### src/source/mrd_pkg.sv
`default_nettype none

package mrd_pkg;

	localparam int N_BANKS = 7; // Radix and bank count.
	localparam int ADDR_W = 8; // 256 words per bank.

	typedef logic [31:0] sample_t; // I in [31:16], Q in [15:0].
	typedef logic [11:0] point_cnt_t;
	typedef logic [ADDR_W-1:0] bank_addr_t;
	typedef logic [2:0] bank_sel_t;
	typedef logic [N_BANKS-1:0] wren_t; // One-hot, bit i is bank i.

	// Last sink cycle count before the frame is dropped.
	localparam point_cnt_t OVERTIME_LIMIT = 12'd2047;

	typedef enum logic [1:0] {
		IDLE,
		SINK,
		WAIT_WR_END,
		SOURCE
	} mrd_state_t;

	// One write, broadcast to all banks.
	typedef struct packed {
		bank_addr_t wraddr;
		wren_t      wren;
		sample_t    wrdata;
	} mrd_wr_t;

	// Butterfly input word, field si from bank i.
	typedef struct packed {
		sample_t s0;
		sample_t s1;
		sample_t s2;
		sample_t s3;
		sample_t s4;
		sample_t s5;
		sample_t s6;
	} mrd_word_t;

endpackage

`default_nettype wire

### src/source/mrd_source.sv
`timescale 1ns/1ps
`default_nettype none

module mrd_source
	import mrd_pkg::*;
(
	input  logic       clk,
	input  logic       rst_n,
	input  logic       start,
	input  point_cnt_t word_count,
	input  mrd_word_t  bank_data,
	output logic       rd_en,
	output bank_addr_t rd_addr,
	output logic       out_valid,
	input  logic       out_ready,
	output mrd_word_t  out_data,
	output logic       src_done
);

	point_cnt_t rd_left; // Words not yet read.
	point_cnt_t sent_cnt;
	logic       handshake;

	assign handshake = out_valid && out_ready;

	// No read while a word is stalled, so the bank registers hold it.
	assign rd_en = (rd_left != '0) && (!out_valid || out_ready);

	assign out_data = bank_data;
	assign src_done = handshake && (sent_cnt == word_count - 12'd1);

	always_ff @(posedge clk) begin
		if (!rst_n) begin
			rd_left <= '0;
			rd_addr <= '0;
		end else begin
			if (start) begin
				rd_left <= word_count;
				rd_addr <= '0;
			end else if (rd_en) begin
				rd_left <= rd_left - 12'd1;
				rd_addr <= rd_addr + 1'b1;
			end
		end
	end

	always_ff @(posedge clk) begin
		if (!rst_n) begin
			sent_cnt <= '0;
			out_valid <= 1'b0;
		end else begin
			if (start)
				sent_cnt <= '0;
			else if (handshake)
				sent_cnt <= sent_cnt + 12'd1;

			// Data follows rd_en by one cycle.
			if (rd_en)
				out_valid <= 1'b1;
			else if (out_ready)
				out_valid <= 1'b0;
		end
	end

endmodule

`default_nettype wire

### config.mk
export PLATFORM = sky130hd
export DESIGN_NAME = mrd_source
export DESIGN_NICKNAME = d
export VERILOG_FILES = /design/src/source/mrd_pkg.sv /design/src/source/mrd_source.sv
export SDC_FILE = /design/constraint.sdc
export NUM_CORES = 1
export LEC_CHECK = 0
export BUFFER_PORTS_ARGS = -buffer_cell sky130_fd_sc_hd__buf_2
export CORE_AREA = 8 8 181 183
export DETAILED_ROUTE_END_ITERATION = 10
export DIE_AREA = 0 0 189 191
export RECOVER_POWER = 25
export SYNTH_ARGS = -nofsm -noshare
export SYNTH_HDL_FRONTEND = slang
export SYNTH_SLANG_ARGS = --single-unit
### constraint.sdc
create_clock -name clk -period 2.35 [get_ports clk]
set_input_delay 0.235 -clock clk [delete_from_list [all_inputs] [get_ports clk]]
set_output_delay 0.235 -clock clk [all_outputs]
set_load 0.1 [all_outputs]
* After elaboration in Yosys (flattened, before gate mapping)
Index checks and enable logic that the tools add are counted.
** Storage, ports and cells
- Flip-flop bits (word level) :: 33
** Cells by class
- Reduce and logical (&&, ||, !) cells :: 9
- $add $sub $neg :: 4
- Eq/ne operators :: 1
- Bitwise gates (word level) :: 1
- Multiplexer cells :: 4
** Operators by type and width (number)
- $mux 12 :: 2
- $sub 12x1->12 const B :: 2
- $add 12x1->12 const B :: 1
- $eq 12x12->1 :: 1
- $reduce_bool 12->1 :: 1
- $add 8x1->8 const B :: 1
- $reduce_bool 2->1 :: 2
- $logic_and 1x1->1 :: 3
- $mux 1 :: 2
- $reduce_or 2->1 :: 1
- $logic_not 1->1 :: 1
- $logic_or 1x1->1 :: 1
- $not 1->1 :: 1

* Logic depth before layout (Yosys ltp)
- Depth after elaboration :: 5
- Depth in mapped cells :: 9

* Worst setup path after synthesis
Ideal clock, no wire load.
- Path type :: flip-flop to output port
- Start :: register out_valid
- End :: output src_done
- Buffers on the path :: 0
- Data required time :: 2.115 ns
- Slack :: -0.753 ns
- Stages on the path, launching flop included :: 5
- Arrival time :: 2.868 ns
- Cells stage by stage :: dfxtp_1 > nand2_1 > nor4_1 > o2111ai_1 > a221oi_2
** Between the ends
- Cells in the longest elaborated chain, start to end :: 2
** Ends and longest elaborated chain
- start, declared :: line mrd_source.sv:14 : output logic out_valid,
- start signal, assigned :: line mrd_source.sv:50 : out_valid <= 1'b0;
- start signal, assigned :: line mrd_source.sv:59 : out_valid <= 1'b1;
- start signal, assigned :: line mrd_source.sv:61 : out_valid <= 1'b0;
- $logic_and 1x1->1 :: line mrd_source.sv:24 : assign handshake = out_valid && out_ready;
- $logic_and 1x1->1 :: line mrd_source.sv:30 : assign src_done = handshake && (sent_cnt == word_count - 12'd1);
- end, declared :: line mrd_source.sv:17 : output logic src_done
Every way passes these cells.

* Worst setup path after layout
- Start :: input word_count[0]
- End :: output src_done
** Between the ends
- Cells in the longest elaborated chain, start to end :: 3
** Ends and longest elaborated chain
- start, declared :: line mrd_source.sv:10 : input point_cnt_t word_count,
- $sub 12x1->12 :: line mrd_source.sv:30
- $eq 12x12->1 :: line mrd_source.sv:30
- $logic_and 1x1->1 :: line mrd_source.sv:30
Every way passes these cells.

==> flow_summary.yaml <==
hold_path:
  hp-class: "input port to register"
  hold_depth: 3
  min_to: "rd_left[11]"
  hp-start: "word_count[11]"
logic_synthesis:
  synthTopCellsByArea: "buf_4, dfxtp_1, xor2_1, xnor2_1, nor2_1"
  synth-seq-cells: 33
  synth_cell_types: 50
  synth-warning-count: 0
  yosys.area.top_type: "buf_4"
  synthAdderAreaFrac: 0.0133
  synth_compound_area_frac: 0.0820
  muxShareOfSynthArea: 0.00533
  synthXorXnorAreaFrac: 0.0863
  synth_nets: 718
  synth_top_family_by_area: "buffers and inverters"
  post-synth-top-area-fraction: 0.450
  syn_inst: 474
  synth_edf_count: 0
  synth-simple-area-share: 0.160
  synthArstFlopShare: 0
  synthFlopType: "dfxtp_1"
  seq_area_frac_synth: 0.176
  avgSynthCellArea_um2: 7.92
  syn_area_um2: 3750
status:
  outcome: "finished, final reports clean"
power:
  cellPowerDensity_nw_per_um2: 565
  vdd_drop_max_mv: 0.201
  totalPowerFinal_mw: 1.68
  leakagePower_nw: 0.986
grt:
  grt_pass1_vias: 2204
  gr-usage-all-layers: 0.0583
  grt_start_max_net_pins: 21
  grt-ovfl-total: 0
  antenna_found_initial: 8
  grt_pass1_wl_um: 14900
critical_path:
  end_kind: "output port"
  regToRegStartpoint: "rd_left[0]"
  cp_data_required_time_ps: 2120
  path_max_fanout: 8
  crit_arrival_ps: 2030
  r2r_cells: 8
  critical_path_class: "input port to output port"
  crit-reg2reg-capture: "rd_left[7]"
  critPathLaunchType: "input port"
  ff2ff_setup_slack_ps: 450
floorplanning:
  die_y_um: 191
  fp.dieArea_um2: 36100
  io_pins: 475
  core_area_um2: 30000
  rows: 64
  fp.dieW_um: 189
  initial_core_util: 0.125
timing:
  finalMaxSlewViolations: 0
  fmax_mhz: 442
  period_share: 0.962
  worstMarginPinSlew_ps: 506
  skew_ps: 6.74
  rsz0062_at_grt: "yes"
  max_slew_margin: 0.665
  final_hold_viol_count: 0
  setup_viol: 0
  layout_min_cycle_time_ps: 2260
  tns_ps: 0
clock_network:
  root_buffer: "clkbuf_16"
  cts_tree: "done"
  cts_htree_levels: 2
  cts_setup_buffers: 0
  clock_latency_ps: 290
  cts_buffer_depth: 2
  cts_buffers: 5
  cts_sinks: 33
  path_clk_slew_ps: 60
placed_design:
  portBuffers: 26
  dpl.hpwl_um: 9150
  gp_congestion: 0.712
  place_area_um2: 2760
  placed_cells: 667
drt:
  wl_per_cell_um: 16.6
  routed_wl_um: 11200
  antenna_left: 0
  vias_per_cell: 3.23
  first_pass_iters: 4
  initialDrtViolationCount: 91
  route.vias.total: 2189
  drc: 0
finish:
  fill_cells: 3475
  area_growth_syn_to_layout_pct: -20.7
  stdcell_area_um2: 2980
  drive_above_1_share: 0.237
  layout.cells.non_filler: 677
  final_nets: 522
run:
  maxCapViolations: 0
cell usage in the layout, fill, tap and decap left out, types with 3 or more instances in the layout:
cell type / Yosys / final
buf_4: 225 / 7
dfxtp_1: 33 / 32
nor3_1: 8 / 7
nor4_1: 4 / 4
inv_1: 8 / 6
ha_1: 4 / 3
buf_12: 1 / 3
xor2_1: 20 / 19
nand4_1: 12 / 12
a211oi_1: 3 / 3
nand3_1: 8 / 8
nand2_1: 13 / 13
clkbuf_16: 0 / 5
nor4b_4: 3 / 3
nand2b_1: 3 / 3
nor2_1: 36 / 36
buf_2: 1 / 22
and3_1: 4 / 4
a21oi_1: 13 / 13
xnor2_1: 17 / 17
o21ai_0: 11 / 10
report_power, final:
part	internal, mW	total [mW]	switching [mW]
clock	0.502	0.777	0.275
combinational	0.117	0.291	0.174
sequential	0.582	0.612	0.0295
total	1.20	1.68	0.479
area by class of cell:
class                   instances  area (µm²)  share of cell area
clock inverters                 3        46.3              0.0156
well taps                     396         495               0.167
repair buffers                 34         249              0.0837
diodes                          2        5.00             0.00168
flip-flops and latches         33         662               0.222
multi-input cells             196        1360               0.456
inverters                       8        35.0              0.0118
clock buffers                   5         125              0.0421
metal layers:
layer	up-vias	wire [µm]	global-route usage	part of all wire
met2	187	4980	0.0887	0.44
li1	936	-	-	-
met3	149	2030	0.0496	0.18
met4	12	1420	0.0776	0.13
met5	-	172	0.0261	0.015
met1	905	2640	0.0352	0.23
what timing repair did:
| item | CTS | global route |
|---|---|---|
| endpoints found under the hold margin | 0 | 0 |
| hold buffers | 0 | 0 |
| resized for setup | 8 | 4 |
| pin swaps | 5 | 2 |
| setup endpoints to repair | 1 | 1 |
cell usage after synthesis (3+ instances only):
master / count
a211oi_1: 3
a21oi_1: 13
and3_1: 4
buf_4: 225
clkbuf_1: 9
dfxtp_1: 33
ha_1: 4
inv_1: 8
nand2_1: 13
nand2b_1: 3
nand3_1: 8
nand4_1: 12
nor2_1: 36
nor3_1: 8
nor4_1: 4
nor4b_4: 3
o21ai_0: 11
xnor2_1: 17
xor2_1: 20
logic make-up after synthesis:
group	Yosys count
buf+inv	245
simple gates	106
compound gates	47
xor+xnor	37
flops	33
fa+ha+maj	4
mux	2
flip-flops by register name, summed over array words and instances (netlist names):
signal,count
rd_left,12
out_valid,1
rd_addr,8
sent_cnt,12
critical path: stages:
cell	delay (ps)
buf_8	100
inv_4	50
ha_4	120
nor4b_4	400
a31oi_1	140
a32oi_1	220
o21ai_2	110
a221oi_4	410
buf_12	230
metrics by stage:
| stage | setup slack, ps | hold slack, ps | utilization |
|---|---|---|---|
| CTS | 4.73 | 227 | 0.0983 |
| detailed placement | -19.5 | 471 | 0.0918 |
| global placement | 10.7 | 471 | 0.0918 |
| global route | -78.4 | 279 | 0.0990 |
| floorplan | -25.3 | 367 | - |
| finish | 88.3 | 238 | 0.0991 |
worst max path at each step:
| stage | from | end | slack, ps | depth (start not counted) |
|---|---|---|---|---|
| final | word_count[0] | src_done | 90 | 9 |
| after global routing | word_count[0] | src_done | -80 | 9 |
| after CTS | word_count[1] | src_done | 5 | 9 |
| after detailed placement | word_count[0] | src_done | -20 | 9 |
| after global placement | word_count[0] | src_done | 10 | 9 |
| after floorplan | word_count[3] | src_done | -30 | 6 |
Power figures use the tool's default switching activity.
