File: src/source/mrd_pkg.sv
`default_nettype none

package mrd_pkg;

	localparam int N_BANKS = 7; // Radix and bank count.
	localparam int ADDR_W = 8; // 256 words per bank.

	typedef logic [31:0] sample_t; // I in [31:16], Q in [15:0].
	typedef logic [11:0] point_cnt_t;
	typedef logic [ADDR_W-1:0] bank_addr_t;
	typedef logic [2:0] bank_sel_t;
	typedef logic [N_BANKS-1:0] wren_t; // One-hot, bit i is bank i.

	// Last sink cycle count before the frame is dropped.
	localparam point_cnt_t OVERTIME_LIMIT = 12'd2047;

	typedef enum logic [1:0] {
		IDLE,
		SINK,
		WAIT_WR_END,
		SOURCE
	} mrd_state_t;

	// One write, broadcast to all banks.
	typedef struct packed {
		bank_addr_t wraddr;
		wren_t      wren;
		sample_t    wrdata;
	} mrd_wr_t;

	// Butterfly input word, field si from bank i.
	typedef struct packed {
		sample_t s0;
		sample_t s1;
		sample_t s2;
		sample_t s3;
		sample_t s4;
		sample_t s5;
		sample_t s6;
	} mrd_word_t;

endpackage

`default_nettype wire

File: src/source/mrd_sink.sv
`timescale 1ns/1ps
`default_nettype none

module mrd_sink
	import mrd_pkg::*;
(
	input  logic       clk,
	input  logic       rst_n,
	input  logic       accept,
	input  logic       sink_clear,
	input  sample_t    in_data,
	input  point_cnt_t frame_len,
	output mrd_wr_t    wr,
	output logic       sink_done,
	output logic       three_quarter
);

	bank_sel_t  bank_index;
	bank_sel_t  index_base;
	bank_addr_t bank_addr;
	bank_addr_t addr_base;
	point_cnt_t cnt;
	point_cnt_t cnt_base;
	point_cnt_t cnt_next;
	point_cnt_t three_q_point;
	logic       last_bank;

	logic       vld_s1;
	logic       vld_s2;
	bank_sel_t  index_s1;
	bank_sel_t  index_s2;
	bank_addr_t addr_s1;
	bank_addr_t addr_s2;
	sample_t    data_s1;
	sample_t    data_s2;
	wren_t      wren_dec;

	// A clear together with an accept starts a new frame at this sample.
	assign index_base = sink_clear ? '0 : bank_index;
	assign addr_base = sink_clear ? '0 : bank_addr;
	assign cnt_base = sink_clear ? '0 : cnt;
	assign cnt_next = cnt_base + 12'd1;
	assign last_bank = (index_base == bank_sel_t'(N_BANKS - 1));

	assign three_q_point = (frame_len >> 2) + (frame_len >> 1);
	assign sink_done = accept && (cnt_next == frame_len);

	always_ff @(posedge clk) begin
		if (!rst_n) begin
			bank_index <= '0;
			bank_addr <= '0;
			cnt <= '0;
			three_quarter <= 1'b0;
		end else begin
			if (accept) begin
				bank_index <= last_bank ? '0 : index_base + 3'd1;
				bank_addr <= last_bank ? addr_base + 1'b1 : addr_base;
				cnt <= cnt_next;
			end else if (sink_clear) begin
				bank_index <= '0;
				bank_addr <= '0;
				cnt <= '0;
			end
			three_quarter <= accept && (cnt_next == three_q_point);
		end
	end

	// Two stages from handshake to bank write.
	always_ff @(posedge clk) begin
		if (!rst_n) begin
			vld_s1 <= 1'b0;
			vld_s2 <= 1'b0;
		end else begin
			vld_s1 <= accept;
			vld_s2 <= vld_s1;
		end
	end

	always_ff @(posedge clk) begin
		index_s1 <= index_base;
		addr_s1 <= addr_base;
		data_s1 <= in_data;
		index_s2 <= index_s1;
		addr_s2 <= addr_s1;
		data_s2 <= data_s1;
	end

	assign wren_dec = vld_s2 ? (wren_t'(1) << index_s2) : '0;
	assign wr = '{wraddr: addr_s2, wren: wren_dec, wrdata: data_s2};

endmodule

`default_nettype wire

File: config.mk
export PLATFORM = sky130hd
export DESIGN_NAME = mrd_sink
export DESIGN_NICKNAME = d
export VERILOG_FILES = /design/src/source/mrd_pkg.sv /design/src/source/mrd_sink.sv
export SDC_FILE = /design/constraint.sdc
export NUM_CORES = 1
export LEC_CHECK = 0
export ABC_AREA = 1
export ABC_CLOCK_PERIOD_IN_PS = 1700
export BUFFER_PORTS_ARGS = -buffer_cell sky130_fd_sc_hd__buf_4
export CORE_MARGIN = 5
export CORE_UTILIZATION = 45
export DETAILED_ROUTE_END_ITERATION = 16
export PLACE_DENSITY = 0.71
export SYNTH_ARGS = -nofsm -noshare
export SYNTH_HDL_FRONTEND = slang
export SYNTH_SLANG_ARGS = --single-unit
export TNS_END_PERCENT = 100
File: constraint.sdc
create_clock -name clk -period 1.7 [get_ports clk]
set_clock_uncertainty 0.15 [all_clocks]
set_input_delay 0 -clock clk [delete_from_list [all_inputs] [get_ports clk]]
set_output_delay 0 -clock clk [all_outputs]
set_load 0.01 [all_outputs]
# == Word level (Yosys, flattened, before mapping) ==
# Index checks and enable logic that the tools add are counted.
# word_totals
regBits,112
input_bits,48
out_inout_bits,49
# op_classes
add_sub_neg,4
eq_ne,3
shift,1
mux,9
reduce_logical,2
# ops
op,count
$eq A12 B12 Y1,2
$mux W12,2
$mux W8,3
$add A10 B11 Y12,1
$add A12 B1 Y12 const B,1
$mux W3,3
$add A8 B1 Y8 const B,1
$mux W7,1
$shl A1 B3 Y7 const A,1
$add A3 B1 Y3 const B,1
$eq A3 B3 Y1 const B,1
$logic_and A1 B1 Y1,2

# == Logic depth before layout (Yosys ltp) ==
# logic_depth
depth_word,4
ltp_mapped,15
mapped_depth_nobuf,15

# == Least setup slack after synthesis ==
# No wires, ideal clock.
# synth_path
kind,reg-to-output
start,reg cnt[0]
end,out sink_done
arrival_ns,1.641
t_required_ns,1.550
setup_slack_ns,-0.091
path_stages_with_launch,13
n_path_buf,0
path_cell_list,dfxtp_1 > nand2_1 > inv_1 > ha_1 > inv_1 > nor2_4 > nand2_1 > nand2_1 > nand2_1 > xnor2_1 > nor2_1 > nand3_1 > nor2_1
# synth_via
elab_chain_cells,4
# synth_lines
item,line,text
from (decl),mrd_sink.sv:22,point_cnt_t cnt;
from (signal assigned),mrd_sink.sv:58,cnt <= cnt_next;
$mux W12,--,
$add A12 B1 Y12,mrd_sink.sv:42,assign cnt_next = cnt_base + 12'd1;
$eq A12 B12 Y1,mrd_sink.sv:46,assign sink_done = accept && (cnt_next == frame_len);
$logic_and A1 B1 Y1,mrd_sink.sv:46,
to (decl),mrd_sink.sv:14,"output logic sink_done,"
# No other way between the ends.

# == Worst setup path after layout ==
# Same ends and word-level chain as after synthesis.

==> insert_results.sql <==
INSERT INTO impl_metrics (metric_group, metric, value, unit) VALUES
('synth', 'synth_common_cells', 'sky130_fd_sc_hd__nand2_1 (134), sky130_fd_sc_hd__dfxtp_1 (112), sky130_fd_sc_hd__inv_1 (68)', ''),
('drt', 'wire_per_inst', '12.88', 'µm'),
('worst_setup_path', 'worstPathRequired', '1.55', 'ns'),
('floorplan', 'area_of_the_die', '0.01134', 'mm²'),
('drt', 'detail_route.wirelength', '10690', 'µm'),
('synth', 'post_synth_num_cell_types', '35', ''),
('worst_setup_path', 'worstSetupStartpointType', 'flip-flop', ''),
('power_and_ir_drop', 'power_density', '799.3', 'mW/mm²'),
('worst_setup_path', 'rr_worst_depth', '14', ''),
('timing', 'holdWs', '-0.03514', 'ns'),
('floorplan', 'core.rowCount', '35', ''),
('worst_setup_path', 'crit_type', 'reg -> out', ''),
('synth', 'number_of_instances_in_the_synthesized_netlist', '515', ''),
('outcome', 'violations', 'hold timing, setup timing', ''),
('timing', 'setup-violations-final', '2', ''),
('worst_setup_path', 'crit_fanout', '4', ''),
('worst_setup_path', 'critPathArrivalTime', '2.08', 'ns'),
('timing', 'layout_min_cycle_time', '2.231', 'ns'),
('timing', 'slew_violations', '0', ''),
('grt', 'grt_antenna_before_repair', '0', ''),
('synth', 'synth.area.mux_share', '0', '%'),
('grt', 'global_route.usage.total', '18.60', '%'),
('floorplan', 'die_x', '106.5', 'µm'),
('timing', 'final.period_utilization', '131.2', '%'),
('synth', 'yosysSeqAreaShare', '53.49', '%'),
('grt', 'gr-total-overflow', '0', ''),
('worst_hold_path', 'holdPathEnd', 'addr_s1[7]', ''),
('clock_network', 'worstSkewPairLatency', '0.36', 'ns'),
('floorplan', 'io-pin-count', '97', ''),
('clock_network', 'htree_levels', '3', ''),
('timing', 'postLayoutSetupSlackWorst', '-0.5306', 'ns'),
('synth', 'async_reset_ff_share', '0', '%'),
('worst_hold_path', 'hold_path_start', 'sink_clear', ''),
('grt', 'global_route_wire_length_before_repair', '17120', 'µm'),
('grt', 'globalRoute.busiestLayer', 'met2', ''),
('clock_network', 'cts_sinks', '112', ''),
('synth', 'combinational_family_with_the_most_area_after_synthesis', 'simple AND/OR/NAND/NOR gates', ''),
('grt', 'grt_max_degree', '21', ''),
('worst_hold_path', 'hold_depth', '5', ''),
('synth', 'synth_top_area_cell', 'sky130_fd_sc_hd__dfxtp_1', ''),
('outcome', 'status', 'finished with violations', ''),
('timing', 'timing.max_slew.rel_slack', '70.91', '%'),
('worst_setup_path', 'critPathCaptureType', 'output port', ''),
('worst_setup_path', 'r2r_slack', '-0.27', 'ns'),
('worst_setup_path', 'r2r_start', 'cnt[0]', ''),
('clock_network', 'clkSlewWorstSetupHoldPaths', '0.11', 'ns'),
('placed_design', 'detailedPlacementHpwl', '7666', 'µm'),
('synth', 'ys_ff_latch', '112', ''),
('drt', 'first_iter_violations', '156', ''),
('synth', 'syn_area', '0.004192', 'mm²'),
('timing', 'hold_viol', '2', ''),
('drt', 'number_of_iterations_in_the_first_detailed_routing_pass', '4', ''),
('synth', 'post-synth-top-count-cell', 'sky130_fd_sc_hd__nand2_1', ''),
('grt', 'gr-usage-met2', '34.12', '%'),
('grt', 'global_route.usage.met3', '3.461', '%'),
('grt', 'grt_util_met1', '21.77', '%'),
('synth', 'netlist.area_leader.share', '53.49', '%'),
('drt', 'antenna_left', '0', ''),
('clock_network', 'cts_tree', 'yes', ''),
('clock_network', 'tritoncts_buffer_count', '9', ''),
('cells_and_area', 'finalInstanceArea', '0.006142', 'mm²'),
('worst_hold_path', 'hold_class', 'in -> reg', ''),
('synth', 'post_synth_main_area_contributors', 'sky130_fd_sc_hd__dfxtp_1 (53%), sky130_fd_sc_hd__nand2_1 (12%), sky130_fd_sc_hd__inv_1 (6.1%), sky130_fd_sc_hd__nand3_1 (5.3%), sky130_fd_sc_hd__nor2_1 (4.7%)', ''),
('synth', 'number_of_synthesized_flops_with_an_enable_pin', '0', ''),
('synth', 'yosysWarningCount', '0', ''),
('clock_network', 'max-clock-path-buffers', '2', ''),
('cells_and_area', 'post_route_cells_drive_above_1_share', '28.51', '%'),
('placed_design', 'placement.io_buffers', '96', ''),
('cells_and_area', 'nets', '777', ''),
('timing', 'worst-slew-pin-transition', '0.4354', 'ns'),
('synth', 'synth_flop_cell', 'sky130_fd_sc_hd__dfxtp_1', '');
-- metrics by stage --
stage / TNS (ns) / util (%) / std cells / power (µW) / setup WS [ns]
2_1_floorplan: 0 / - / 515 / 3103 / 0.01061
5_1_grt: -1.298 / 67.11 / 830 / 5165 / -0.7754
4_1_cts: -1.533 / 66.33 / 829 / 4942 / -0.6177
3_3_place_gp: -0.2621 / 59.43 / 770 / 3391 / -0.1722
6_report: -0.7968 / 67.11 / 830 / 4910 / -0.5306
3_5_place_dp: -0.3935 / 59.43 / 770 / 3408 / -0.2177
-- worst max path at each step --
stage / cells past startpoint / from / to / slack (ns)
detailed placement: 14 / cnt[1] / sink_done / -0.22
finish: 15 / cnt[0] / sink_done / -0.53
global route: 15 / cnt[0] / sink_done / -0.78
CTS: 14 / cnt[0] / sink_done / -0.62
global placement: 14 / cnt[1] / sink_done / -0.17
floorplan: 13 / cnt[0] / sink_done / 0.01
-- logic make-up after synthesis --
family                     count (synthesis)
and+or+nand+nor                          269
DFF                                      112
buffers and inverters                     75
AOI/OAI and AO/OA                         40
adders and majority gates                 14
xor gates and xnor gates                   5
-- critical path: stages, from the launching register on --
cell,delay (ns)
sky130_fd_sc_hd__dfxtp_2,0.34
sky130_fd_sc_hd__nand2_2,0.07
sky130_fd_sc_hd__inv_2,0.05
sky130_fd_sc_hd__ha_4,0.16
sky130_fd_sc_hd__inv_1,0.10
sky130_fd_sc_hd__nand2_1,0.11
sky130_fd_sc_hd__nand2_2,0.09
sky130_fd_sc_hd__nand2_1,0.07
sky130_fd_sc_hd__nand2_1,0.06
sky130_fd_sc_hd__nand2_1,0.05
sky130_fd_sc_hd__nor2_2,0.08
sky130_fd_sc_hd__nand2_1,0.07
sky130_fd_sc_hd__nor3_2,0.14
sky130_fd_sc_hd__nand3_1,0.12
sky130_fd_sc_hd__nor2_2,0.08
sky130_fd_sc_hd__buf_4,0.12
-- metal layers --
layer	part of all wire [%]	vias to the layer above	routed length, µm
li1	-	2047	-
met2	50	113	5395
met4	1.3	0	142
met5	0	-	0
met3	4.7	14	500
met1	44	1734	4655
-- cells in the final DEF (no fill, tap or decap), types with 2 or more instances in the layout --
cell type	synthesis	layout
sky130_fd_sc_hd__buf_4	0	150
sky130_fd_sc_hd__nand2_1	134	130
sky130_fd_sc_hd__dfxtp_1	112	110
sky130_fd_sc_hd__inv_1	68	64
sky130_fd_sc_hd__nor2_1	52	46
sky130_fd_sc_hd__nand3_1	44	43
sky130_fd_sc_hd__dlygate4sd3_1	0	42
sky130_fd_sc_hd__a21oi_1	16	15
sky130_fd_sc_hd__ha_1	13	12
sky130_fd_sc_hd__nand4_1	10	10
sky130_fd_sc_hd__o22ai_1	10	10
sky130_fd_sc_hd__clkbuf_8	0	9
sky130_fd_sc_hd__nor2_2	3	8
sky130_fd_sc_hd__nand2_2	3	7
sky130_fd_sc_hd__nand3b_1	6	6
sky130_fd_sc_hd__inv_2	1	4
sky130_fd_sc_hd__nor3_1	5	4
sky130_fd_sc_hd__nand3_2	3	4
sky130_fd_sc_hd__nor2_4	2	3
sky130_fd_sc_hd__xor2_1	3	3
sky130_fd_sc_hd__o21ai_1	1	3
sky130_fd_sc_hd__o21ai_0	5	3
sky130_fd_sc_hd__inv_6	0	3
sky130_fd_sc_hd__inv_4	1	2
sky130_fd_sc_hd__o21bai_1	2	2
sky130_fd_sc_hd__or2_2	2	2
sky130_fd_sc_hd__nor3_2	1	2
sky130_fd_sc_hd__xnor2_1	2	2
sky130_fd_sc_hd__a211oi_1	2	2
sky130_fd_sc_hd__dfxtp_2	0	2
sky130_fd_sc_hd__dlymetal6s4s_1	0	2
-- state kept, by name, indices dropped and copies added (netlist names) --
register	cells
addr_s1	8
addr_s2	8
bank_addr	8
bank_index	3
cnt	12
data_s1	32
data_s2	32
index_s1	3
index_s2	3
three_quarter	1
vld_s1	1
vld_s2	1
-- power by group --
part | total [µW] | switching (µW) | internal, µW
Clock | 1460 | 896 | 566
Sequential | 2740 | 25.3 | 2710
Combinational | 708 | 342 | 366
Total | 4910 | 1260 | 3650
-- final cells by class --
class,instances,area (µm²)
Clock buffer,9,123.9
Clock inverter,6,62.56
Fill cell,716,3010
Inverter,70,267.8
Multi-Input combinational cell,328,1733
Sequential cell,112,2245
Tap cell,111,138.9
Timing Repair Buffer,194,1572
-- repair_timing --
item | CTS | global route
resized for setup | 5 | 19
hold buffers | 43 | 2
pin swaps | 11 | 10
setup buffers | 1 | 1
endpoints found under the hold margin | 57 | 2
setup endpoints to repair | 2 | 12
No activity file was read; power rests on OpenSTA's default activity.
