File: src/source/mrd_pkg.sv
`default_nettype none

package mrd_pkg;

	localparam int N_BANKS = 7; // Radix and bank count.
	localparam int ADDR_W = 8; // 256 words per bank.

	typedef logic [31:0] sample_t; // I in [31:16], Q in [15:0].
	typedef logic [11:0] point_cnt_t;
	typedef logic [ADDR_W-1:0] bank_addr_t;
	typedef logic [2:0] bank_sel_t;
	typedef logic [N_BANKS-1:0] wren_t; // One-hot, bit i is bank i.

	// Last sink cycle count before the frame is dropped.
	localparam point_cnt_t OVERTIME_LIMIT = 12'd2047;

	typedef enum logic [1:0] {
		IDLE,
		SINK,
		WAIT_WR_END,
		SOURCE
	} mrd_state_t;

	// One write, broadcast to all banks.
	typedef struct packed {
		bank_addr_t wraddr;
		wren_t      wren;
		sample_t    wrdata;
	} mrd_wr_t;

	// Butterfly input word, field si from bank i.
	typedef struct packed {
		sample_t s0;
		sample_t s1;
		sample_t s2;
		sample_t s3;
		sample_t s4;
		sample_t s5;
		sample_t s6;
	} mrd_word_t;

endpackage

`default_nettype wire

File: src/source/mrd_ctrl_fsm.sv
`timescale 1ns/1ps
`default_nettype none

module mrd_ctrl_fsm
	import mrd_pkg::*;
(
	input  logic       clk,
	input  logic       rst_n,
	input  logic       in_valid,
	output logic       in_ready,
	input  point_cnt_t frame_len,
	input  logic       sink_done,
	input  logic       src_done,
	output logic       accept,
	output logic       sink_clear,
	output logic       start,
	output point_cnt_t word_count,
	output logic       overtime,
	output mrd_state_t state
);

	mrd_state_t state_nxt;
	point_cnt_t ot_cnt;
	logic       wait_cnt;
	logic       ot_hit;

	assign in_ready = (state == IDLE) || (state == SINK);
	assign accept = in_valid && in_ready;

	// The abort cycle clears too, so a dropped frame leaves no bank position behind.
	assign sink_clear = (state == WAIT_WR_END) || (state == SOURCE) || overtime;

	// A frame that completes on the limit cycle is kept.
	assign ot_hit = (state == SINK) && (ot_cnt == OVERTIME_LIMIT) && !sink_done;

	always_comb begin
		state_nxt = state;
		case (state)
			IDLE: begin
				if (accept)
					state_nxt = SINK;
			end
			SINK: begin
				if (sink_done)
					state_nxt = WAIT_WR_END;
				else if (ot_hit)
					state_nxt = IDLE;
			end
			WAIT_WR_END: begin
				if (wait_cnt) // Last write lands on the second cycle.
					state_nxt = SOURCE;
			end
			SOURCE: begin
				if (src_done)
					state_nxt = IDLE;
			end
			default: begin
				state_nxt = IDLE;
			end
		endcase
	end

	always_ff @(posedge clk) begin
		if (!rst_n) begin
			state <= IDLE;
			wait_cnt <= 1'b0;
			ot_cnt <= '0;
			overtime <= 1'b0;
			start <= 1'b0;
		end else begin
			state <= state_nxt;
			wait_cnt <= (state == WAIT_WR_END) ? ~wait_cnt : 1'b0;
			ot_cnt <= (state == SINK) ? ot_cnt + 12'd1 : '0;
			overtime <= ot_hit;
			start <= (state == WAIT_WR_END) && wait_cnt; // High in the first Source cycle.
		end
	end

	// Words per frame, taken with the first sample.
	always_ff @(posedge clk) begin
		if ((state == IDLE) && accept)
			word_count <= point_cnt_t'(frame_len / N_BANKS);
	end

endmodule

`default_nettype wire

File: config.mk
export PLATFORM = sky130hd
export DESIGN_NAME = mrd_ctrl_fsm
export DESIGN_NICKNAME = d
export VERILOG_FILES = /design/src/source/mrd_pkg.sv /design/src/source/mrd_ctrl_fsm.sv
export SDC_FILE = /design/constraint.sdc
export NUM_CORES = 1
export LEC_CHECK = 0
export BUFFER_PORTS_ARGS = -buffer_cell sky130_fd_sc_hd__buf_2
export CAP_MARGIN = 15
export CORE_MARGIN = 1
export CORE_UTILIZATION = 38
export CTS_BUF_LIST = sky130_fd_sc_hd__clkbuf_4
export DETAILED_ROUTE_END_ITERATION = 10
export PLACE_DENSITY = 0.61
export SLEW_MARGIN = 20
export SYNTH_ARGS = -nofsm -noshare
export SYNTH_HDL_FRONTEND = slang
export SYNTH_SLANG_ARGS = --single-unit
File: constraint.sdc
create_clock -name clk -period 4.25 [get_ports clk]
set_input_delay 0.2125 -clock clk [delete_from_list [all_inputs] [get_ports clk]]
set_output_delay 0.2125 -clock clk [all_outputs]
set_load 0.005 [all_outputs]
# [Yosys cells after proc, flatten, opt, wreduce, memory -nomap -nowiden]
# Cells that the tools add are included.
[totals] reg_bits=29 inputBits=17 output_inout_bits=19 elab_cells=36
[classes] addsub=1 div=1 eq_ne=8 muxes=6 bitwise_logic=1 n_reduce_logical=13
[op_table] op="divider 12 x 3 -> 32 bit, second input constant" n=1
[op_table] op="adder 12 x 1 -> 12 bit, second input constant" n=1
[op_table] op="equality test 12 x 11 -> 1 bit, second input constant" n=1
[op_table] op="two-way mux 2 bit" n=5
[op_table] op="case mux 2 bit (4 select lines)" n=1
[op_table] op="inequality test 2 bit, second input constant" n=3
[op_table] op="logical AND 1 bit" n=5
[op_table] op="equality test 2 bit, second input constant" n=2
[op_table] op="AND reduction 2 bit" n=2
[op_table] op="AND reduction 4 bit" n=1
[op_table] op="logical OR 1 bit" n=3
[op_table] op="inequality test 3 bit, second input constant" n=1
[op_table] op="equality test 2 x 1 -> 1 bit, second input constant" n=1
[op_table] op="logical NOT 2 bit" n=1
[op_table] op="logical NOT 1 bit" n=1
[op_table] op="inverter 1 bit" n=1

# [Logic depth before layout (Yosys ltp)]
# Gate-level depths: netlist of run 1.
[depth] word_depth=6 ltp_mapped=22 mapped_depth_nobuf=20

# [Worst setup path before layout of run 1]
# OpenSTA, ideal clock, no wires.
[synth_path] path_kind="input to register" start="input frame_len[9]" end="register word_count[0], data pin" setup_ps=254 arrival_time_ps=4150 required_ps=3996 setup_slack_ps=-154 cell_stages=21 n_path_buf=2 path_cell_list="nand2_1 -> inv_2 -> ha_1 -> buf_4 -> mux2i_2 -> o2bb2ai_1 -> or2_1 -> buf_6 -> a211o_1 -> nand4_4 -> mux2_2 -> a31oi_1 -> o21ai_2 -> a311oi_1 -> a211oi_4 -> ha_1 -> and2_1 -> a32o_1 -> nor4_4 -> nand2_1 -> a21o_1"
[synth_between] elab_chain_len=1
[synth_rtl] item="start: declaration" line="mrd_ctrl_fsm.sv:11" rtl="input point_cnt_t frame_len,"
[synth_rtl] item="divider 12 x 3 -> 32 bit" line="mrd_ctrl_fsm.sv:82" rtl="word_count <= point_cnt_t'(frame_len / N_BANKS);"
[synth_rtl] item="end signal: assignment" line="mrd_ctrl_fsm.sv:82"
[synth_rtl] item="end: declaration" line="mrd_ctrl_fsm.sv:17" rtl="output point_cnt_t word_count,"
# No other way between the ends.
# A chain may end at the register's enable or synchronous reset.

# [Worst setup path in the final report of run 1]
# Ends and elaborated chain as after synthesis.

==> results_dict.tcl, run 1 <==
set metrics [dict create \
    status "finished, final reports clean" \
    synth_top_cells_by_count "30 x nand2_1, 25 x nor2_1, 17 x dfxtp_1" \
    yosys-top-cells-area "dfxtp_1 14%, edfxtp_1 12%, nand2_1 4.6%, nor2_1 3.9%, a211oi_4 2.5%" \
    root_buffer "clkbuf_4" \
    critPathRequiredTime_ns 4.35 \
    routed.top_layer "met4" \
    comb_power_share 0.523 \
    hold_path_class "in2reg" \
    drc 0 \
    crit_buf_inv 4 \
    die_w_um 81.9 \
    wirelength_um 5610 \
    slew_violations 0 \
    drt_iter0_markers 91 \
    cts_tree "yes" \
    critical_path.top_delay_family "simple AND/OR/NAND/NOR gates" \
    synth-edff-count 10 \
    tns_ns 0 \
    grt_pass1_vias 2073 \
    skew_ns 0.0105 \
    ir_drop_uv 145 \
    antennaDiodeCount 0 \
    crit_chain "buf_2, nand2_2, inv_2, ha_4, nand2b_1, nor3b_2, buf_4, o211ai_1, buf_4, a31o_2, o41ai_4, nor4_4, mux2_4, nand3_4, a311oi_4, a211oi_4, ha_2, and2_1, a32o_2, nor4_4, nand2_1, a21o_1" \
    fin_nets 361 \
    die_area_sq_mm 0.00671 \
    antenna_found_initial 0 \
    syn2layout_area_growth_pct 23.1 \
    grt_pass1_wl_um 9330 \
    crit_path_max_incr_delay_ns 0.43 \
    async_reset_ff_frac 0 \
    fmax_mhz 247 \
    setup_viol 0 \
    end_kind "flop" \
    antenna_left 0 \
    grt-ovfl-total 0 \
    max_slew_margin 0.419 \
    fin_crit_ns 4.04 \
    num_rows 28 \
    layout_worst_path_cycle_share 0.951 \
    netlist_instances 283 \
    wl_met1_um 2890 \
    power_uw 862 \
    synth_seq_cells 27 \
    cp-start-kind "primary input" \
    power.density_mw_per_mm2 289 \
    p_int_uw 547 \
    pwr-share-seq 0.346 \
    maxCapViolations 0 \
    die_y_um 81.9 \
    pwr-share-clk 0.131 \
    worst_slew_pin_slew_ns 0.868 \
    clk_pin_slew_ns 0.14 \
    ys_types 79 \
    critical_path_class "in2reg" \
    wire_per_inst_um 13.5 \
    hold_violations 0 \
    wl_met3_um 200 \
    vias 2302 \
    critPathLaunch "frame_len[9]" \
    hold_start "sink_done" \
    worstPathArrival_ns 4.14 \
    drt-pass1-iter-count 4 \
    synth.avg_cell_area_sq_um 8.57 \
    io_buffers 33 \
    rsz0062_at_grt "false" \
    synth_area_sq_mm 0.00243 \
    ctsLongestPathBuffers 2 \
    yosys.area.top_type "dfxtp_1" \
    insertion_delay_ns 0.32 \
    clock_sinks 27 \
    yosysMostFrequentCell "nand2_1" \
    power_switching_uw 315 \
    place.gp.congestion 0.868 \
    rr_worst_depth 3 \
    ys_warn_count 0 \
    dp_hpwl_um 4290 \
    p_leak_nw 1.18 \
    swShare 0.365 \
    hold_depth 2 \
    crit_cells 22 \
    setup_ws_ns 0.207 \
    layout-drive-gt1-share 0.356 \
    grt_max_degree 21 \
    crit_path_top_delay_cell "nor4_4" \
    dp_slack_ns -0.140 \
    crit_fanout 5 \
    track_usage 0.173 \
    start_util 0.403 \
    design.core.area_sq_mm 0.00603 \
    synth_top_area_share 0.140 \
    numCtsBuffers 3 \
    seq_area_frac_synth 0.264 \
    wl_met2_um 2500 \
    ys.flop_type "dfxtp_1" \
    via_per_inst 5.55 \
    io_pins 36 \
    hold_buffers 0 \
    htreeDepth 1 \
]
[cell usage in the layout, fill, tap and decap left out, types with 6 or more instances in the layout]
cell type,n
buf_2,33
buf_4,40
nand2_1,29
dfxtp_1,17
o21ai_0,10
nor3_1,8
nor2_1,25
xnor2_1,6
inv_1,12
edfxtp_1,10
nand3_1,10
a21oi_1,10
[flip-flops by register name (all words and copies together), names as in the netlist, named ones only]
register	flops
ot_cnt	12
word_count	10
overtime	1
start	1
state	1
wait_cnt	1
[area by class of cell]
type / count / area (sq um)
clock buffer: 3 / 22.5
clock inverter: 1 / 7.51
fill: 591 / 3040
inverter: 15 / 56.3
multi-input combinational: 220 / 1690
sequential: 27 / 641
tap: 75 / 93.8
timing repair buffer: 74 / 477
[per-layer routing]
metal,vias up,global-route usage
met5,-,0
met4,0,0.0386
met3,2,0.00778
met2,43,0.288
met1,1094,0.245
li1,1163,-
[worst paths after layout]
path                             endpoint  slack, ns
setup reg to reg  word_count[3]$_DFFE_PP_       2.60
hold reg to reg       wait_cnt$_SDFF_PN0_       0.44
hold / removal        overtime$_SDFF_PN0_       0.08
setup / recovery  word_count[0]$_DFFE_PP_       0.21
[per-stage QoR]
step,hold WS [ns],cell area [sq um],instances,utilization
after floorplan,0.290,2440,284,-
after global placement,0.413,2840,407,0.472
after detailed placement,0.410,2840,407,0.472
after CTS,0.0697,2870,411,0.477
after global routing,0.0780,2990,415,0.495
final,0.0808,2990,415,0.495
[power by group through the flow]
| stage | clock [mW] | sequential [mW] | combinational, mW |
|---|---|---|---|
| floorplan | 0 | 0.303 | 0.286 |
| detailed placement | 0 | 0.304 | 0.422 |
| global route | 0.129 | 0.300 | 0.495 |
| CTS | 0.118 | 0.298 | 0.423 |
| finish | 0.113 | 0.298 | 0.450 |
| global placement | 0 | 0.304 | 0.417 |
[cells by family after synthesis]
group                    after synthesis  share of synthesized area
AND/OR/NAND/NOR                      111                      0.257
AO/OA/AOI/OAI                         84                      0.296
buffers and inverters                 37                     0.0779
flip-flops                            27                      0.264
XOR/XNOR                              11                     0.0428
multiplexers                           8                     0.0407
adder cells (fa/ha/maj)                4                     0.0196
other                                  1                    0.00155
[what timing repair did]
action,CTS,global route
endpoints found under the setup margin,0,1
buffers inserted,0,4
gates resized for setup,0,14
(Power assumes the default switching activity.)
==> run 2, diff against run 1 <==
- PLACE_DENSITY: 0.61 -> 0.57
- SLEW_MARGIN: 20 -> 25
==> run 2 against run 1 <==
  * Largest power group unchanged
  * Total power shrank 3.7%
  * Critical endpoint unchanged
  * Die area unchanged
  * Critical path depth decreased by 1
  * Combinational power decreased by 6.2%
  * Fmax grew 1.1%
  * Global-route usage shrank 0.74 points
  * Via count decreased by 3.4%
  * Wire length fell by 5.0%
  * Clock skew shrank 0.0028 ns
==> results_dict.tcl, run 2 (synthesis results as in run 1) <==
set metrics [dict create \
    status "finished, final reports clean" \
    postCtsSetupRepairBufs 0 \
    io_buffers 33 \
    ir_drop_uv 171 \
    cts_tree "yes" \
    reg.largest.list "ot_cnt (12), word_count (10)" \
    critical_path_class "in2reg" \
    via_per_inst 5.40 \
    place.gp.congestion 0.822 \
    hold_depth 2 \
    end_kind "flop" \
    drt_iter0_markers 125 \
    dp_hpwl_um 4140 \
    maxCapViolations 0 \
    grt-ovfl-total 0 \
    die_y_um 81.9 \
    track_usage 0.166 \
    drt-pass1-iter-count 4 \
    skew_ns 0.00763 \
    rsz0062_at_grt "false" \
    hold_end "overtime$_SDFF_PN0_" \
    worstPathArrival_ns 4.09 \
    fillers 582 \
    largest_register "ot_cnt" \
    clk_pin_slew_ns 0.15 \
    cts_resized 0 \
    die_w_um 81.9 \
    grt_pass1_wl_um 8900 \
    hold_buffers 0 \
    start_util 0.403 \
    antenna_found_initial 0 \
    layout_common_cells "38 x buf_4, 33 x buf_2, 29 x nand2_1, 25 x nor2_1, 17 x dfxtp_1" \
    dp_slack_ns -0.144 \
    clock_sinks 27 \
    hold_violations 0 \
    antennaDiodeCount 0 \
    num_rows 28 \
    final_common_cell "buf_4" \
    numCtsBuffers 3 \
    antenna_left 0 \
    layout-drive-gt1-share 0.332 \
    fin_crit_ns 4.00 \
    root_buffer "clkbuf_4" \
    design.core.area_sq_mm 0.00603 \
    insertion_delay_ns 0.32 \
    hold_start "sink_done" \
    fin_nets 358 \
    holdWs_ns 0.0640 \
    grt_max_degree 21 \
    reg2reg_slack_ns 2.63 \
    htreeDepth 1 \
    setup_viol 0 \
    tns_ns 0 \
    grt_pass1_vias 1959 \
    rr_worst_depth 3 \
    drc 0 \
    crit_fanout 6 \
    setup_ws_ns 0.252 \
    max_slew_margin 0.441 \
    largest_reg_flops 12 \
    cp-start-kind "primary input" \
    layout_worst_path_cycle_share 0.941 \
    worst_slew_pin_slew_ns 0.836 \
    die_area_sq_mm 0.00671 \
    critPathRequiredTime_ns 4.34 \
    power_uw 830 \
    wirelength_um 5330 \
    fmax_mhz 250 \
    slew_violations 0 \
    syn2layout_area_growth_pct 19.3 \
    p_leak_nw 1.16 \
    power.density_mw_per_mm2 287 \
    worst_r2r_endpoint "word_count[5]$_DFFE_PP_" \
    io_pins 36 \
    vias 2224 \
    wire_per_inst_um 12.9 \
    ctsLongestPathBuffers 2 \
    hold_path_class "in2reg" \
]
==> run 2: worst max-delay path by stage <==
| stage | endpoint | slack (ns) | from |
|---|---|---|---|
| floorplan | word_count[0]$_DFFE_PP_ | 0.03 | frame_len[9] |
| global placement | word_count[0]$_DFFE_PP_ | -0.09 | frame_len[9] |
| detailed placement | word_count[0]$_DFFE_PP_ | -0.14 | frame_len[9] |
| CTS | word_count[0]$_DFFE_PP_ | 0.20 | frame_len[9] |
| global route | word_count[0]$_DFFE_PP_ | 0.008 | frame_len[9] |
| finish | word_count[0]$_DFFE_PP_ | 0.25 | frame_len[9] |
==> run 2: layout make-up <==
type | instances | area (sq um) | area share
Multi-Input combinational cell | 220 | 1630 | 0.561
Sequential cell | 27 | 641 | 0.221
Timing Repair Buffer | 71 | 450 | 0.156
Tap cell | 75 | 93.8 | 0.0324
Inverter | 15 | 56.3 | 0.0194
Clock buffer | 3 | 22.5 | 0.00778
Clock inverter | 1 | 6.26 | 0.00216
==> run 2: critical path, stage by stage <==
cell      delay, ns
buf_2          0.11
nand2_2        0.07
inv_2          0.04
ha_1           0.30
nand2b_1       0.17
nor3b_2        0.18
o211ai_1       0.27
and3_4         0.25
inv_2          0.05
o41ai_4        0.36
nor4_4         0.11
buf_4          0.17
o31a_1         0.28
a311oi_2       0.35
a211oi_4       0.06
ha_1           0.22
and2_1         0.14
a32o_1         0.24
nor4_4         0.25
nand2_1        0.08
a21o_1         0.18
==> run 2: power breakdown <==
group	internal (mW)	switching [mW]
Combinational	0.206	0.215
Sequential	0.291	0.00673
Clock	0.0366	0.0743
Total	0.534	0.296
==> run 2: metrics by stage <==
step	cell area (sq um)	instances	utilization
floorplan	2440	284	-
global placement	2850	408	0.473
detailed placement	2850	408	0.473
CTS	2880	412	0.478
global route	2900	412	0.480
finish	2900	412	0.480
==> run 2: routing by layer <==
layer / part of all wire / GRT usage / routed length (um) / up-vias
met5: 0 / 0 / 0 / -
met4: 0.0045 / 0.0421 / 24 / 0
met3: 0.038 / 0.00889 / 201 / 2
met2: 0.44 / 0.263 / 2370 / 50
met1: 0.51 / 0.243 / 2740 / 1007
li1: - / - / - / 1165
==> run 3, diff against run 2 <==
- CORE_UTILIZATION: 38 -> 54
- PLACE_DENSITY: 0.57 -> 0.77
==> run 3 against run 2 <==
  * First-iteration DRC count down 11%
  * Utilization up 18 points
  * Count of clock-buffer cells in the layout is the same
  * Cell area fell by 2.0%
  * Fmax fell by 1.4%
  * Sequential power hardly changed
  * Combinational power about the same
==> results_dict.tcl, run 3 (synthesis results as in run 1) <==
set metrics [dict create \
    io_pins 36 \
    ctsLongestPathBuffers 2 \
    root_buffer "clkbuf_4" \
    comb_power_share 0.506 \
    fmax_mhz 247 \
    place.gp.congestion 0.841 \
    grt_max_degree 21 \
    final_area_sq_mm 0.00284 \
    clk_pin_slew_ns 0.15 \
    grt_pass1_vias 2112 \
    hold_path_class "in2reg" \
    grt_pass1_wl_um 9310 \
    hold_start "sink_done" \
    worst_slew_pin_slew_ns 0.766 \
    clock_sinks 27 \
    drt_iter0_markers 111 \
    skew_ns 0.00925 \
    utilization 0.656 \
    syn2layout_area_growth_pct 17.0 \
    layout_worst_path_cycle_share 0.954 \
    wire_per_inst_um 14.4 \
    num_rows 24 \
    cp-start-kind "primary input" \
    reg.largest.list "ot_cnt (12), word_count (10)" \
    insertion_delay_ns 0.33 \
    crit_fanout 4 \
    dp_hpwl_um 4250 \
    htreeDepth 1 \
    vias 2314 \
    start_util 0.561 \
    largest_reg_flops 12 \
    power_uw 838 \
    hold_violations 0 \
    power_switching_uw 309 \
    fin_crit_ns 4.06 \
    slew_violations 0 \
    die_area_sq_mm 0.00476 \
    final_common_cell "buf_2" \
    die_y_um 69.0 \
    fin_nets 351 \
    setup_viol 0 \
    drt-pass1-iter-count 4 \
    hold_buffers 0 \
    critical_path_class "in2reg" \
    ir_drop_uv 103 \
    tns_ns 0 \
    power.density_mw_per_mm2 295 \
    numCtsBuffers 3 \
    antennaDiodeCount 0 \
    io_buffers 33 \
    design.core.area_sq_mm 0.00432 \
    pwr-share-seq 0.355 \
    cts_resized 0 \
    fillers 351 \
    drc 0 \
    layout_common_cells "33 x buf_2, 31 x buf_4, 29 x nand2_1, 25 x nor2_1, 17 x dfxtp_1" \
    worstPathArrival_ns 4.16 \
    dpl_cell_area_sq_mm 0.00277 \
    grt-ovfl-total 0 \
    track_usage 0.230 \
    cts_tree "yes" \
    critPathRequiredTime_ns 4.35 \
    swShare 0.369 \
    antenna_found_initial 0 \
    die_w_um 69.0 \
    rsz0062_at_grt "false" \
    reg2reg_slack_ns 2.68 \
    largest_register "ot_cnt" \
    antenna_left 0 \
    timing.rr.start "ot_cnt[4]$_SDFF_PN0_" \
    wirelength_um 5490 \
    maxCapViolations 0 \
    layout-drive-gt1-share 0.318 \
    critPathLaunch "frame_len[9]" \
    status "finished, final reports clean" \
    p_int_uw 529 \
    p_leak_nw 1.13 \
    end_kind "flop" \
    postCtsSetupRepairBufs 0 \
    pwr-share-clk 0.138 \
    via_per_inst 6.06 \
    max_slew_margin 0.487 \
]
## run 3: changes by cell type in the layout (fill, tap and decap cells not counted)
cell	delta
a2111oi_2	-1
inv_4	-1
mux2i_2	-1
inv_6	+1
buf_4	-7
mux2i_4	+1
a2111oi_4	+1
## run 3: area by class of cell
class | instances | area (sq um) | area share
tap | 52 | 65.1 | 0.0229
inverter | 15 | 56.3 | 0.0198
clock inverter | 1 | 8.76 | 0.00309
multi-input combinational | 220 | 1650 | 0.580
clock buffer | 3 | 22.5 | 0.00794
timing repair buffer | 64 | 398 | 0.140
sequential | 27 | 641 | 0.226
## run 3: metrics by stage
stage | std cells | setup WS [ns] | hold slack (ns)
floorplan | 284 | 0.0348 | 0.290
global placement | 378 | -0.0199 | 0.406
detailed placement | 378 | -0.207 | 0.416
CTS | 382 | 0.142 | 0.0482
global route | 382 | 0.0108 | 0.0496
finish | 382 | 0.194 | 0.0565
## run 3: power groups by stage
stage / Combinational [mW] / Clock [mW] / Sequential, mW
3_3_place_gp: 0.399 / 0 / 0.303
2_1_floorplan: 0.286 / 0 / 0.303
3_5_place_dp: 0.412 / 0 / 0.304
5_1_grt: 0.459 / 0.128 / 0.300
6_report: 0.424 / 0.116 / 0.298
4_1_cts: 0.414 / 0.118 / 0.298
## run 3: per-layer routing
metal | GRT usage | routed length (um) | up-vias | share of wire
met3 | 0.0205 | 359 | 9 | 0.065
met5 | 0 | 0 | - | 0
met2 | 0.395 | 2620 | 81 | 0.48
met1 | 0.308 | 2440 | 1073 | 0.44
met4 | 0.0658 | 74 | 0 | 0.013
li1 | - | - | 1151 | -
## run 3: worst paths after layout
check                                               end  cells after the start
worst max-delay path            word_count[0]$_DFFE_PP_                     21
worst min-delay path                overtime$_SDFF_PN0_                      2
worst max register to register    state[0]$_SDFFE_PN0P_                      7
worst min register to register      wait_cnt$_SDFF_PN0_                      1
## run 3: critical path: stages
cell      delay (ns)
buf_2           0.11
nand2_2         0.07
inv_2           0.04
ha_1            0.30
nand2b_1        0.18
nor3b_2         0.19
o211ai_1        0.24
and3_4          0.23
inv_2           0.05
o41ai_4         0.37
nor4_4          0.11
buf_4           0.16
o31a_1          0.29
a311oi_2        0.36
a211oi_4        0.06
ha_1            0.23
and2_1          0.14
a32o_1          0.24
nor4_4          0.26
nand2_1         0.10
a21o_1          0.19
